$ cat src/include/rv_pipe_settings.svh
`ifndef RV_PIPE_SETTINGS_SVH
`define RV_PIPE_SETTINGS_SVH

// Fetch address after reset
`define RESET_PC 32'h0001_0000

// Data path and bus width
`define XLEN 32

// Register file address width
`define REG_ADDR_W 5

`endif

$ cat src/source/rv_pipe_pkg.sv
`include "rv_pipe_settings.svh"

package rv_pipe_pkg;

    // RV32I major opcodes handled by the core
    typedef enum logic [6:0] {
        OP     = 7'b0110011,
        OP_IMM = 7'b0010011,
        LOAD   = 7'b0000011,
        STORE  = 7'b0100011,
        BRANCH = 7'b1100011,
        JAL    = 7'b1101111,
        JALR   = 7'b1100111,
        LUI    = 7'b0110111,
        AUIPC  = 7'b0010111
    } opcode_e;

    typedef struct packed {
        logic [6:0]             funct7;
        logic [`REG_ADDR_W-1:0] rs2;
        logic [`REG_ADDR_W-1:0] rs1;
        logic [2:0]             funct3;
        logic [`REG_ADDR_W-1:0] rd;
        logic [6:0]             opcode;
    } r_type_t;

    typedef struct packed {
        logic [11:0]            imm;
        logic [`REG_ADDR_W-1:0] rs1;
        logic [2:0]             funct3;
        logic [`REG_ADDR_W-1:0] rd;
        logic [6:0]             opcode;
    } i_type_t;

    typedef struct packed {
        logic [6:0]             imm_11_5;
        logic [`REG_ADDR_W-1:0] rs2;
        logic [`REG_ADDR_W-1:0] rs1;
        logic [2:0]             funct3;
        logic [4:0]             imm_4_0;
        logic [6:0]             opcode;
    } s_type_t;

    typedef struct packed {
        logic                   imm_12;
        logic [5:0]             imm_10_5;
        logic [`REG_ADDR_W-1:0] rs2;
        logic [`REG_ADDR_W-1:0] rs1;
        logic [2:0]             funct3;
        logic [3:0]             imm_4_1;
        logic                   imm_11;
        logic [6:0]             opcode;
    } b_type_t;

    // One instruction word, four ways to read it
    typedef union packed {
        r_type_t r;
        i_type_t i;
        s_type_t s;
        b_type_t b;
    } instr_u;

    typedef struct packed {
        logic [`XLEN-1:0] pc;
        instr_u           ir;
        logic             valid;
    } if_id_t;

    typedef struct packed {
        logic [`XLEN-1:0]       pc;
        opcode_e                opcode;
        logic [2:0]             funct3;
        logic [6:0]             funct7;
        logic [`REG_ADDR_W-1:0] rd;
        logic [`XLEN-1:0]       imm;
        logic [`XLEN-1:0]       data1;
        logic [`XLEN-1:0]       data2;
        logic                   valid;
    } id_ex_t;

    typedef struct packed {
        logic [`XLEN-1:0]       pc;
        opcode_e                opcode;
        logic [`REG_ADDR_W-1:0] rd;
        logic [`XLEN-1:0]       b;
        logic [`XLEN-1:0]       c;
        logic                   jump;
        logic [`XLEN-1:0]       target;
        logic                   valid;
    } ex_mem_t;

    typedef struct packed {
        logic [`XLEN-1:0]       pc;
        opcode_e                opcode;
        logic [`REG_ADDR_W-1:0] rd;
        logic [`XLEN-1:0]       c;
        logic [`XLEN-1:0]       d;
        logic                   valid;
    } mem_wb_t;

endpackage

$ cat src/source/id_stage.sv
`timescale 1ns/1ps
`include "rv_pipe_settings.svh"

module id_stage (
    input  rv_pipe_pkg::instr_u    ir,
    output logic [`REG_ADDR_W-1:0] rs1,
    output logic [`REG_ADDR_W-1:0] rs2,
    output logic [`REG_ADDR_W-1:0] rd,
    output rv_pipe_pkg::opcode_e   opcode,
    output logic [2:0]             funct3,
    output logic [6:0]             funct7,
    output logic [`XLEN-1:0]       imm
);

    // Register and function fields sit at the same bits in every format
    assign rs1    = ir.r.rs1;
    assign rs2    = ir.r.rs2;
    assign rd     = ir.r.rd;
    assign funct3 = ir.r.funct3;
    assign funct7 = ir.r.funct7;
    assign opcode = rv_pipe_pkg::opcode_e'(ir.r.opcode);

    // Immediate assembly with the sign always from instruction bit 31
    always_comb begin
        case (opcode)
            rv_pipe_pkg::OP_IMM,
            rv_pipe_pkg::LOAD,
            rv_pipe_pkg::JALR: begin
                imm = {{20{ir.i.imm[11]}}, ir.i.imm};
            end
            rv_pipe_pkg::STORE: begin
                imm = {{20{ir.s.imm_11_5[6]}}, ir.s.imm_11_5, ir.s.imm_4_0};
            end
            rv_pipe_pkg::BRANCH: begin
                imm = {{19{ir.b.imm_12}}, ir.b.imm_12, ir.b.imm_11,
                       ir.b.imm_10_5, ir.b.imm_4_1, 1'b0};
            end
            rv_pipe_pkg::LUI,
            rv_pipe_pkg::AUIPC: begin
                // Upper twenty bits, low twelve cleared
                imm = {ir.i.imm, ir.i.rs1, ir.i.funct3, 12'h000};
            end
            rv_pipe_pkg::JAL: begin
                // J-type bits 19:12 occupy the rs1 and funct3 slots
                imm = {{11{ir.i.imm[11]}}, ir.i.imm[11], ir.i.rs1, ir.i.funct3,
                       ir.i.imm[0], ir.i.imm[10:1], 1'b0};
            end
            default: begin
                imm = '0;
            end
        endcase
    end

endmodule

$ cat src/source/rf32x32.sv
`timescale 1ns/1ps
`include "rv_pipe_settings.svh"

module rf32x32 (
    input  logic                   clk,
    input  logic                   rst_n,
    input  logic                   wr_en,
    input  logic [`REG_ADDR_W-1:0] wr_addr,
    input  logic [`XLEN-1:0]       data_in,
    input  logic [`REG_ADDR_W-1:0] rd1_addr,
    input  logic [`REG_ADDR_W-1:0] rd2_addr,
    output logic [`XLEN-1:0]       data1_out,
    output logic [`XLEN-1:0]       data2_out
);

    logic [`XLEN-1:0] regs [0:(1 << `REG_ADDR_W)-1];

    // x0 is hardwired, write data bypasses the array on a match
    function automatic logic [`XLEN-1:0] read_port(input logic [`REG_ADDR_W-1:0] addr);
        if (addr == '0) begin
            return '0;
        end else if (wr_en && (wr_addr == addr)) begin
            return data_in;
        end
        return regs[addr];
    endfunction

    always_ff @(posedge clk) begin
        if (!rst_n) begin
            for (int i = 0; i < (1 << `REG_ADDR_W); i++) begin
                regs[i] <= '0;
            end
        end else if (wr_en && (wr_addr != '0)) begin
            regs[wr_addr] <= data_in;
        end
    end

    assign data1_out = read_port(rd1_addr);
    assign data2_out = read_port(rd2_addr);

endmodule

$ cat src/source/ex_stage.sv
`timescale 1ns/1ps
`include "rv_pipe_settings.svh"

module ex_stage (
    input  rv_pipe_pkg::id_ex_t id_ex,
    output logic                jump,
    output logic [`XLEN-1:0]    target,
    output logic [`XLEN-1:0]    b,
    output logic [`XLEN-1:0]    c
);

    logic [`XLEN-1:0]        op_b;
    logic [`XLEN-1:0]        alu_out;
    logic [`XLEN-1:0]        addr_sum;
    logic [`XLEN-1:0]        pc_rel;
    logic signed [`XLEN-1:0] sra_out;
    logic [4:0]              shamt;
    logic                    is_sub;
    logic                    eq;
    logic                    lt_s;
    logic                    lt_u;
    logic                    taken;

    // rs2 feeds the second operand for register ops and branch compares
    assign op_b = (id_ex.opcode == rv_pipe_pkg::OP || id_ex.opcode == rv_pipe_pkg::BRANCH)
                  ? id_ex.data2 : id_ex.imm;

    assign shamt    = op_b[4:0];
    assign is_sub   = (id_ex.opcode == rv_pipe_pkg::OP) && id_ex.funct7[5];
    assign sra_out  = $signed(id_ex.data1) >>> shamt;
    assign eq       = (id_ex.data1 == op_b);
    assign lt_s     = ($signed(id_ex.data1) < $signed(op_b));
    assign lt_u     = (id_ex.data1 < op_b);
    assign addr_sum = id_ex.data1 + id_ex.imm;
    assign pc_rel   = id_ex.pc + id_ex.imm;

    always_comb begin
        case (id_ex.funct3)
            3'b000:  alu_out = is_sub ? id_ex.data1 - op_b : id_ex.data1 + op_b;
            3'b001:  alu_out = id_ex.data1 << shamt;
            3'b010:  alu_out = {{(`XLEN-1){1'b0}}, lt_s};
            3'b011:  alu_out = {{(`XLEN-1){1'b0}}, lt_u};
            3'b100:  alu_out = id_ex.data1 ^ op_b;
            3'b101:  alu_out = id_ex.funct7[5] ? sra_out : id_ex.data1 >> shamt;
            3'b110:  alu_out = id_ex.data1 | op_b;
            default: alu_out = id_ex.data1 & op_b;
        endcase
    end

    // Branch condition from funct3
    always_comb begin
        case (id_ex.funct3)
            3'b000:  taken = eq;
            3'b001:  taken = !eq;
            3'b100:  taken = lt_s;
            3'b101:  taken = !lt_s;
            3'b110:  taken = lt_u;
            3'b111:  taken = !lt_u;
            default: taken = 1'b0;
        endcase
    end

    assign jump = id_ex.valid && ((id_ex.opcode == rv_pipe_pkg::JAL)
                                  || (id_ex.opcode == rv_pipe_pkg::JALR)
                                  || ((id_ex.opcode == rv_pipe_pkg::BRANCH) && taken));

    // JALR drops bit 0 of the computed address
    assign target = (id_ex.opcode == rv_pipe_pkg::JALR) ? {addr_sum[`XLEN-1:1], 1'b0} : pc_rel;

    always_comb begin
        case (id_ex.opcode)
            rv_pipe_pkg::LOAD,
            rv_pipe_pkg::STORE: c = addr_sum;
            rv_pipe_pkg::LUI:   c = id_ex.imm;
            rv_pipe_pkg::AUIPC: c = pc_rel;
            default:            c = alu_out;
        endcase
    end

    assign b = id_ex.data2;

endmodule

$ cat src/source/mem_stage.sv
`timescale 1ns/1ps
`include "rv_pipe_settings.svh"

module mem_stage (
    input  rv_pipe_pkg::ex_mem_t ex_mem,
    input  logic [`XLEN-1:0]     ddt_in,
    output logic                 mreq,
    output logic                 write,
    output logic [`XLEN-1:0]     ddt_out,
    output logic [`XLEN-1:0]     d
);

    logic is_load;
    logic is_store;

    assign is_load  = (ex_mem.opcode == rv_pipe_pkg::LOAD);
    assign is_store = (ex_mem.opcode == rv_pipe_pkg::STORE);

    // Bus request only for a live load or store
    assign mreq  = ex_mem.valid && (is_load || is_store);
    assign write = ex_mem.valid && is_store;

    // Write bus rests at zero outside stores
    assign ddt_out = write ? ex_mem.b : '0;

    // Captured into MEM/WB on the edge that completes the access
    assign d = ddt_in;

endmodule

$ cat src/source/top.sv
`timescale 1ns/1ps
`include "rv_pipe_settings.svh"

module top (
    input  logic             clk,
    input  logic             rst_n,

    // Instruction memory
    output logic [`XLEN-1:0] iad,
    input  logic [`XLEN-1:0] idt,
    input  logic             acki_n,

    // Data memory
    output logic [`XLEN-1:0] dad,
    input  logic [`XLEN-1:0] ddt_in,
    output logic [`XLEN-1:0] ddt_out,
    output logic             mreq,
    output logic             write,
    output logic [1:0]       size,
    input  logic             ackd_n
);

    logic [`XLEN-1:0] pc;
    logic [`XLEN-1:0] next_pc;
    logic             stall;

    rv_pipe_pkg::if_id_t  if_id;
    rv_pipe_pkg::if_id_t  if_id_d;
    rv_pipe_pkg::id_ex_t  id_ex;
    rv_pipe_pkg::id_ex_t  id_ex_d;
    rv_pipe_pkg::ex_mem_t ex_mem;
    rv_pipe_pkg::ex_mem_t ex_mem_d;
    rv_pipe_pkg::mem_wb_t mem_wb;
    rv_pipe_pkg::mem_wb_t mem_wb_d;

    logic [`REG_ADDR_W-1:0] rs1_id;
    logic [`REG_ADDR_W-1:0] rs2_id;
    logic [`REG_ADDR_W-1:0] rd_id;
    rv_pipe_pkg::opcode_e   opcode_id;
    logic [2:0]             funct3_id;
    logic [6:0]             funct7_id;
    logic [`XLEN-1:0]       imm_id;
    logic [`XLEN-1:0]       data1_id;
    logic [`XLEN-1:0]       data2_id;

    logic                   jump_ex;
    logic [`XLEN-1:0]       target_ex;
    logic [`XLEN-1:0]       b_ex;
    logic [`XLEN-1:0]       c_ex;
    logic [`XLEN-1:0]       d_mem;

    logic                   wb_writes_rd;
    logic                   wb_en;
    logic [`XLEN-1:0]       wb_data;

    // Either memory holding off freezes the whole pipe
    assign stall = acki_n || (mreq && ackd_n);

    // Fetch. A taken jump in execute steers the next fetch,
    // so the two instructions behind it still complete
    assign iad     = pc;
    assign next_pc = jump_ex ? target_ex : pc + 4;

    always_ff @(posedge clk) begin
        if (!rst_n) begin
            pc <= `RESET_PC;
        end else if (!stall) begin
            pc <= next_pc;
        end
    end

    always_comb begin
        if_id_d.pc    = pc;
        if_id_d.ir    = idt;
        if_id_d.valid = 1'b1;

        id_ex_d.pc     = if_id.pc;
        id_ex_d.opcode = opcode_id;
        id_ex_d.funct3 = funct3_id;
        id_ex_d.funct7 = funct7_id;
        id_ex_d.rd     = rd_id;
        id_ex_d.imm    = imm_id;
        id_ex_d.data1  = data1_id;
        id_ex_d.data2  = data2_id;
        id_ex_d.valid  = if_id.valid;

        ex_mem_d.pc     = id_ex.pc;
        ex_mem_d.opcode = id_ex.opcode;
        ex_mem_d.rd     = id_ex.rd;
        ex_mem_d.b      = b_ex;
        ex_mem_d.c      = c_ex;
        ex_mem_d.jump   = jump_ex;
        ex_mem_d.target = target_ex;
        ex_mem_d.valid  = id_ex.valid;

        mem_wb_d.pc     = ex_mem.pc;
        mem_wb_d.opcode = ex_mem.opcode;
        mem_wb_d.rd     = ex_mem.rd;
        mem_wb_d.c      = ex_mem.c;
        mem_wb_d.d      = d_mem;
        mem_wb_d.valid  = ex_mem.valid;
    end

    // Stage boundary registers
    always_ff @(posedge clk) begin
        if (!rst_n) begin
            if_id.valid  <= 1'b0;
            id_ex.valid  <= 1'b0;
            ex_mem.valid <= 1'b0;
            mem_wb.valid <= 1'b0;
        end else if (!stall) begin
            if_id  <= if_id_d;
            id_ex  <= id_ex_d;
            ex_mem <= ex_mem_d;
            mem_wb <= mem_wb_d;
        end
    end

    id_stage id_stage_inst (
        .ir     (if_id.ir),
        .rs1    (rs1_id),
        .rs2    (rs2_id),
        .rd     (rd_id),
        .opcode (opcode_id),
        .funct3 (funct3_id),
        .funct7 (funct7_id),
        .imm    (imm_id)
    );

    rf32x32 regfile_inst (
        .clk       (clk),
        .rst_n     (rst_n),
        .wr_en     (wb_en),
        .wr_addr   (mem_wb.rd),
        .data_in   (wb_data),
        .rd1_addr  (rs1_id),
        .rd2_addr  (rs2_id),
        .data1_out (data1_id),
        .data2_out (data2_id)
    );

    ex_stage ex_stage_inst (
        .id_ex  (id_ex),
        .jump   (jump_ex),
        .target (target_ex),
        .b      (b_ex),
        .c      (c_ex)
    );

    mem_stage mem_stage_inst (
        .ex_mem  (ex_mem),
        .ddt_in  (ddt_in),
        .mreq    (mreq),
        .write   (write),
        .ddt_out (ddt_out),
        .d       (d_mem)
    );

    assign dad  = ex_mem.c;
    // Word accesses only
    assign size = 2'b10;

    // Write-back source and whether rd is written at all
    always_comb begin
        case (mem_wb.opcode)
            rv_pipe_pkg::JAL,
            rv_pipe_pkg::JALR: begin
                wb_data      = mem_wb.pc + 4;
                wb_writes_rd = 1'b1;
            end
            rv_pipe_pkg::LOAD: begin
                wb_data      = mem_wb.d;
                wb_writes_rd = 1'b1;
            end
            rv_pipe_pkg::OP,
            rv_pipe_pkg::OP_IMM,
            rv_pipe_pkg::LUI,
            rv_pipe_pkg::AUIPC: begin
                wb_data      = mem_wb.c;
                wb_writes_rd = 1'b1;
            end
            default: begin
                wb_data      = mem_wb.c;
                wb_writes_rd = 1'b0;
            end
        endcase
    end

    // Write once, on the edge where the pipe moves
    assign wb_en = mem_wb.valid && wb_writes_rd && (mem_wb.rd != '0) && !stall;

endmodule

$ cat config.mk
export PLATFORM = sky130hd
export DESIGN_NAME = top
export DESIGN_NICKNAME = d
export VERILOG_FILES = /design/src/source/rv_pipe_pkg.sv /design/src/source/id_stage.sv /design/src/source/rf32x32.sv /design/src/source/ex_stage.sv /design/src/source/mem_stage.sv /design/src/source/top.sv
export VERILOG_INCLUDE_DIRS = /design/src /design/src/include
export SDC_FILE = /design/constraint.sdc
export NUM_CORES = 2
export LEC_CHECK = 0
export CAP_MARGIN = 20
export CORE_MARGIN = 2
export CORE_UTILIZATION = 60
export CTS_CLUSTER_DIAMETER = 200
export DETAILED_ROUTE_END_ITERATION = 10
export DONT_BUFFER_PORTS = 1
export PLACE_DENSITY_LB_ADDON = 0.2
export SETUP_SLACK_MARGIN = 0.3
export SLEW_MARGIN = 20
export SYNTH_ARGS = -nofsm -noshare
export SYNTH_HDL_FRONTEND = slang
export SYNTH_HIERARCHICAL = 1
export SYNTH_SLANG_ARGS = --single-unit
$ cat constraint.sdc
create_clock -name clk -period 15.2 [get_ports clk]
set_input_delay 1.52 -clock clk [delete_from_list [all_inputs] [get_ports clk]]
set_output_delay 1.52 -clock clk [all_outputs]
set_load 0.02 [all_outputs]
==> results.yml <==
outcome:
  status: "finished, final reports clean"
critical_path:
  r2r_start: "ex_mem_d[108]$_DFFE_PP_"
  slowest_stage: "or3b_4"
  cp_max_fo: 53
  slowest_delay_ns: 0.57
  path_class: "flop to flop"
  rrSetupSlack_ns: 7.92
  start_kind: "flop"
  crit_chain: "buf_4 > or3b_4 > nor3_4 > buf_4 > nand2_1 > nand2_1 > inv_1 > ha_1 > nor2_1 > nand2_1 > or3_1 > nor3_1 > and4_1 > nand4_1 > xor2_1 > nor4_1 > a211oi_1 > o21ai_4 > buf_4 > inv_1 > nand2_1 > or3_1 > nor3_1 > nand3b_1"
  rr_worst_depth: 24
  endpoint_kind: "flop"
  cp.required_ns: 15.97
  cp_common_cell: "nand2_1"
  arrival_ns: 8.05
  r2r-end: "iad[25]$_SDFFE_PN0N_"
pwr:
  p_seq_share_pct: 48.2
  powerDensity_nw_per_um2: 106
  combPwrFrac_pct: 13.7
  power.internal_mw: 7.20
  switching_share_pct: 27.8
  fin_total_pwr_mw: 9.97
  clkPwrFrac_pct: 38.1
  ir_worst_vdd_mv: 0.131
  p_leak_nw: 34.0
  power_switching_mw: 2.77
placed_design:
  place_area_sq_um: 88600
  io_buffers: 0
  gp_congestion: 1.06
  dp_hpwl_um: 225000
sta:
  period_needed_ns: 7.28
  finalMaxSlewViolations: 0
  rsz0062_at_grt: "false"
  setup_viol: 0
  fmax_mhz: 137
  worst_pin_slew_ns: 1.25
  finClkSkew_ns: 0.0572
  finalCritPeriodShare_pct: 47.9
  final-hold-violation-count: 0
  maxSlewHeadroom_pct: 16.5
  fin_setup_tns_ns: 0
cells_and_area:
  nFillCells: 10600
  register_area_sq_um: 44200
  nets: 7064
  drive_gt1_share_pct: 16.8
  area_growth_pct: 7.45
  final_cell_area_sq_um: 93700
  multi_input_area_sq_um: 39500
route:
  wire_per_inst_um: 38.4
  wl_um: 341000
  first_pass_iters: 9
  drt_iter0_drc: 12500
  via_count: 66100
  drc: 0
  vias_per_cell: 7.44
  ant_nets: 0
grt:
  grt_pass1_wl_um: 471000
  track_usage_pct: 45.5
  antenna_found_initial: 28
  grt_overflow: 0
  grt_max_degree: 153
  grt_pass1_vias: 61900
floorplanning:
  core_sq_um: 144000
  row_count: 139
  dieHeight_um: 385
  die_width_um: 385
  io_pins: 168
  die_area_sq_um: 148000
  initial_core_util_pct: 60.6
clock_network:
  clkLatencyLatePin_ns: 0.84
  post_cts_resized: 0
  root_buffer: "clkbuf_16"
  cts_sinks: 1484
  cts_setup_buffers: 0
  hold_buffers: 0
  cts.path.max_buffers: 3
  clk_pin_slew_ns: 0.06
  cts_htree_levels: 4
  cts_tree: "built"
  cts_buffers: 157
yosys:
  syn_area_per_cell_sq_um: 12.2
  synth_warnings: 6
  synth_cells: 7147
  netlist_area_sq_um: 87200
flow_run:
  maxCapViolations: 0
min_path:
  holdCritPathClass: "flop to flop"
  hold_depth: 0
  hp-start: "ex_mem[102]$_DFFE_PP_"
  hold_end: "mem_wb[69]$_DFFE_PP_"
-- sequential cells by signal (all words and copies together) (netlist names) --
register / cells
dad: 32
ex_mem: 77
ex_mem_d: 45
iad: 32
id_ex: 100
id_ex_d: 33
if_id: 32
mem_wb: 109
regfile_inst/regs: 1024
-- worst max-delay path, delay by kind of cell (launching register included) --
| family | cells | cell delay, ns |
|---|---|---|
| and+or+nand+nor | 15 | 3.93 |
| xor gates and xnor gates | 1 | 0.22 |
| buffers and inverters | 5 | 1.72 |
| adders and majority gates | 1 | 0.34 |
| DFF | 1 | 0.32 |
| AOI/OAI and AO/OA | 2 | 0.65 |
-- worst max-delay path by stage --
stage | slack (ns) | start | endpoint | cells past startpoint
3_5_place_dp | 8.17 | ex_mem_d[108]$_DFFE_PP_ | iad[25]$_SDFFE_PN0N_ | 24
5_1_grt | 7.72 | ex_mem_d[108]$_DFFE_PP_ | iad[25]$_SDFFE_PN0N_ | 25
6_report | 7.92 | ex_mem_d[108]$_DFFE_PP_ | iad[25]$_SDFFE_PN0N_ | 24
4_1_cts | 8.17 | ex_mem_d[108]$_DFFE_PP_ | iad[25]$_SDFFE_PN0N_ | 24
3_3_place_gp | 8.14 | ex_mem_d[108]$_DFFE_PP_ | iad[25]$_SDFFE_PN0N_ | 24
2_1_floorplan | 4.23 | ackd_n | dad[0]$_DFFE_PP_ | 4
-- cell type report --
cell class,instances,area share [%]
repair buffers,227,1.89
inverters,197,0.812
clock inverters,99,1.06
clock buffers,187,4.32
diodes,9,0.0240
multi-input cells,4772,42.2
well taps,1903,2.54
flip-flops and latches,1484,47.2
-- power groups by stage --
stage | Sequential (mW) | Combinational [mW] | Clock [mW]
detailed placement | 4.88 | 1.29 | 0
global route | 4.81 | 1.39 | 3.96
CTS | 4.79 | 1.30 | 3.82
floorplan | 4.82 | 0.849 | 0
finish | 4.80 | 1.36 | 3.80
global placement | 4.87 | 1.29 | 0
-- stage by stage --
step | std cells | utilization [%] | worst slack [ns] | hold WS, ns
4_1_cts | 8868 | 65.0 | 8.17 | 0.388
3_3_place_gp | 8582 | 61.5 | 8.14 | 0.400
6_report | 8878 | 65.1 | 7.92 | 0.386
2_1_floorplan | 7178 | - | 4.23 | 0.400
5_1_grt | 8870 | 65.1 | 7.72 | 0.386
3_5_place_dp | 8582 | 61.5 | 8.17 | 0.405
-- cells in the final DEF (no fill, tap or decap), drive strengths merged, types with 24 or more instances in the layout --
cell type and n:
edfxtp 1448, and2 1007, nand2 472, mux4 461, o21ai 366, mux2i 284, a21oi 281, nor2 279
buf 227, inv 189, clkbuf 187, ha 154, nand3 137, a22oi 113, nor3 95, xnor2 94
clkinv 94, o211ai 89, a221oi 79, a31oi 53, mux2 51, a211oi 48, o22ai 46, a21o 46
nand4 42, nand2b 40, dfxtp 36, conb 34, xor2 32, a221o 30, nor2b 30, o221ai 26
a211o 26, nor4 26, and3 24
-- metal layers --
layer / routed length [um] / share of wire, % / track usage (%)
met1: 124000 / 37 / 63.7
met2: 140000 / 41 / 62.9
met3: 57800 / 17 / 17.9
met4: 17800 / 5.2 / 20.1
met5: 155 / 0.046 / 0
Note: power is estimated with default switching activity, not from simulation.
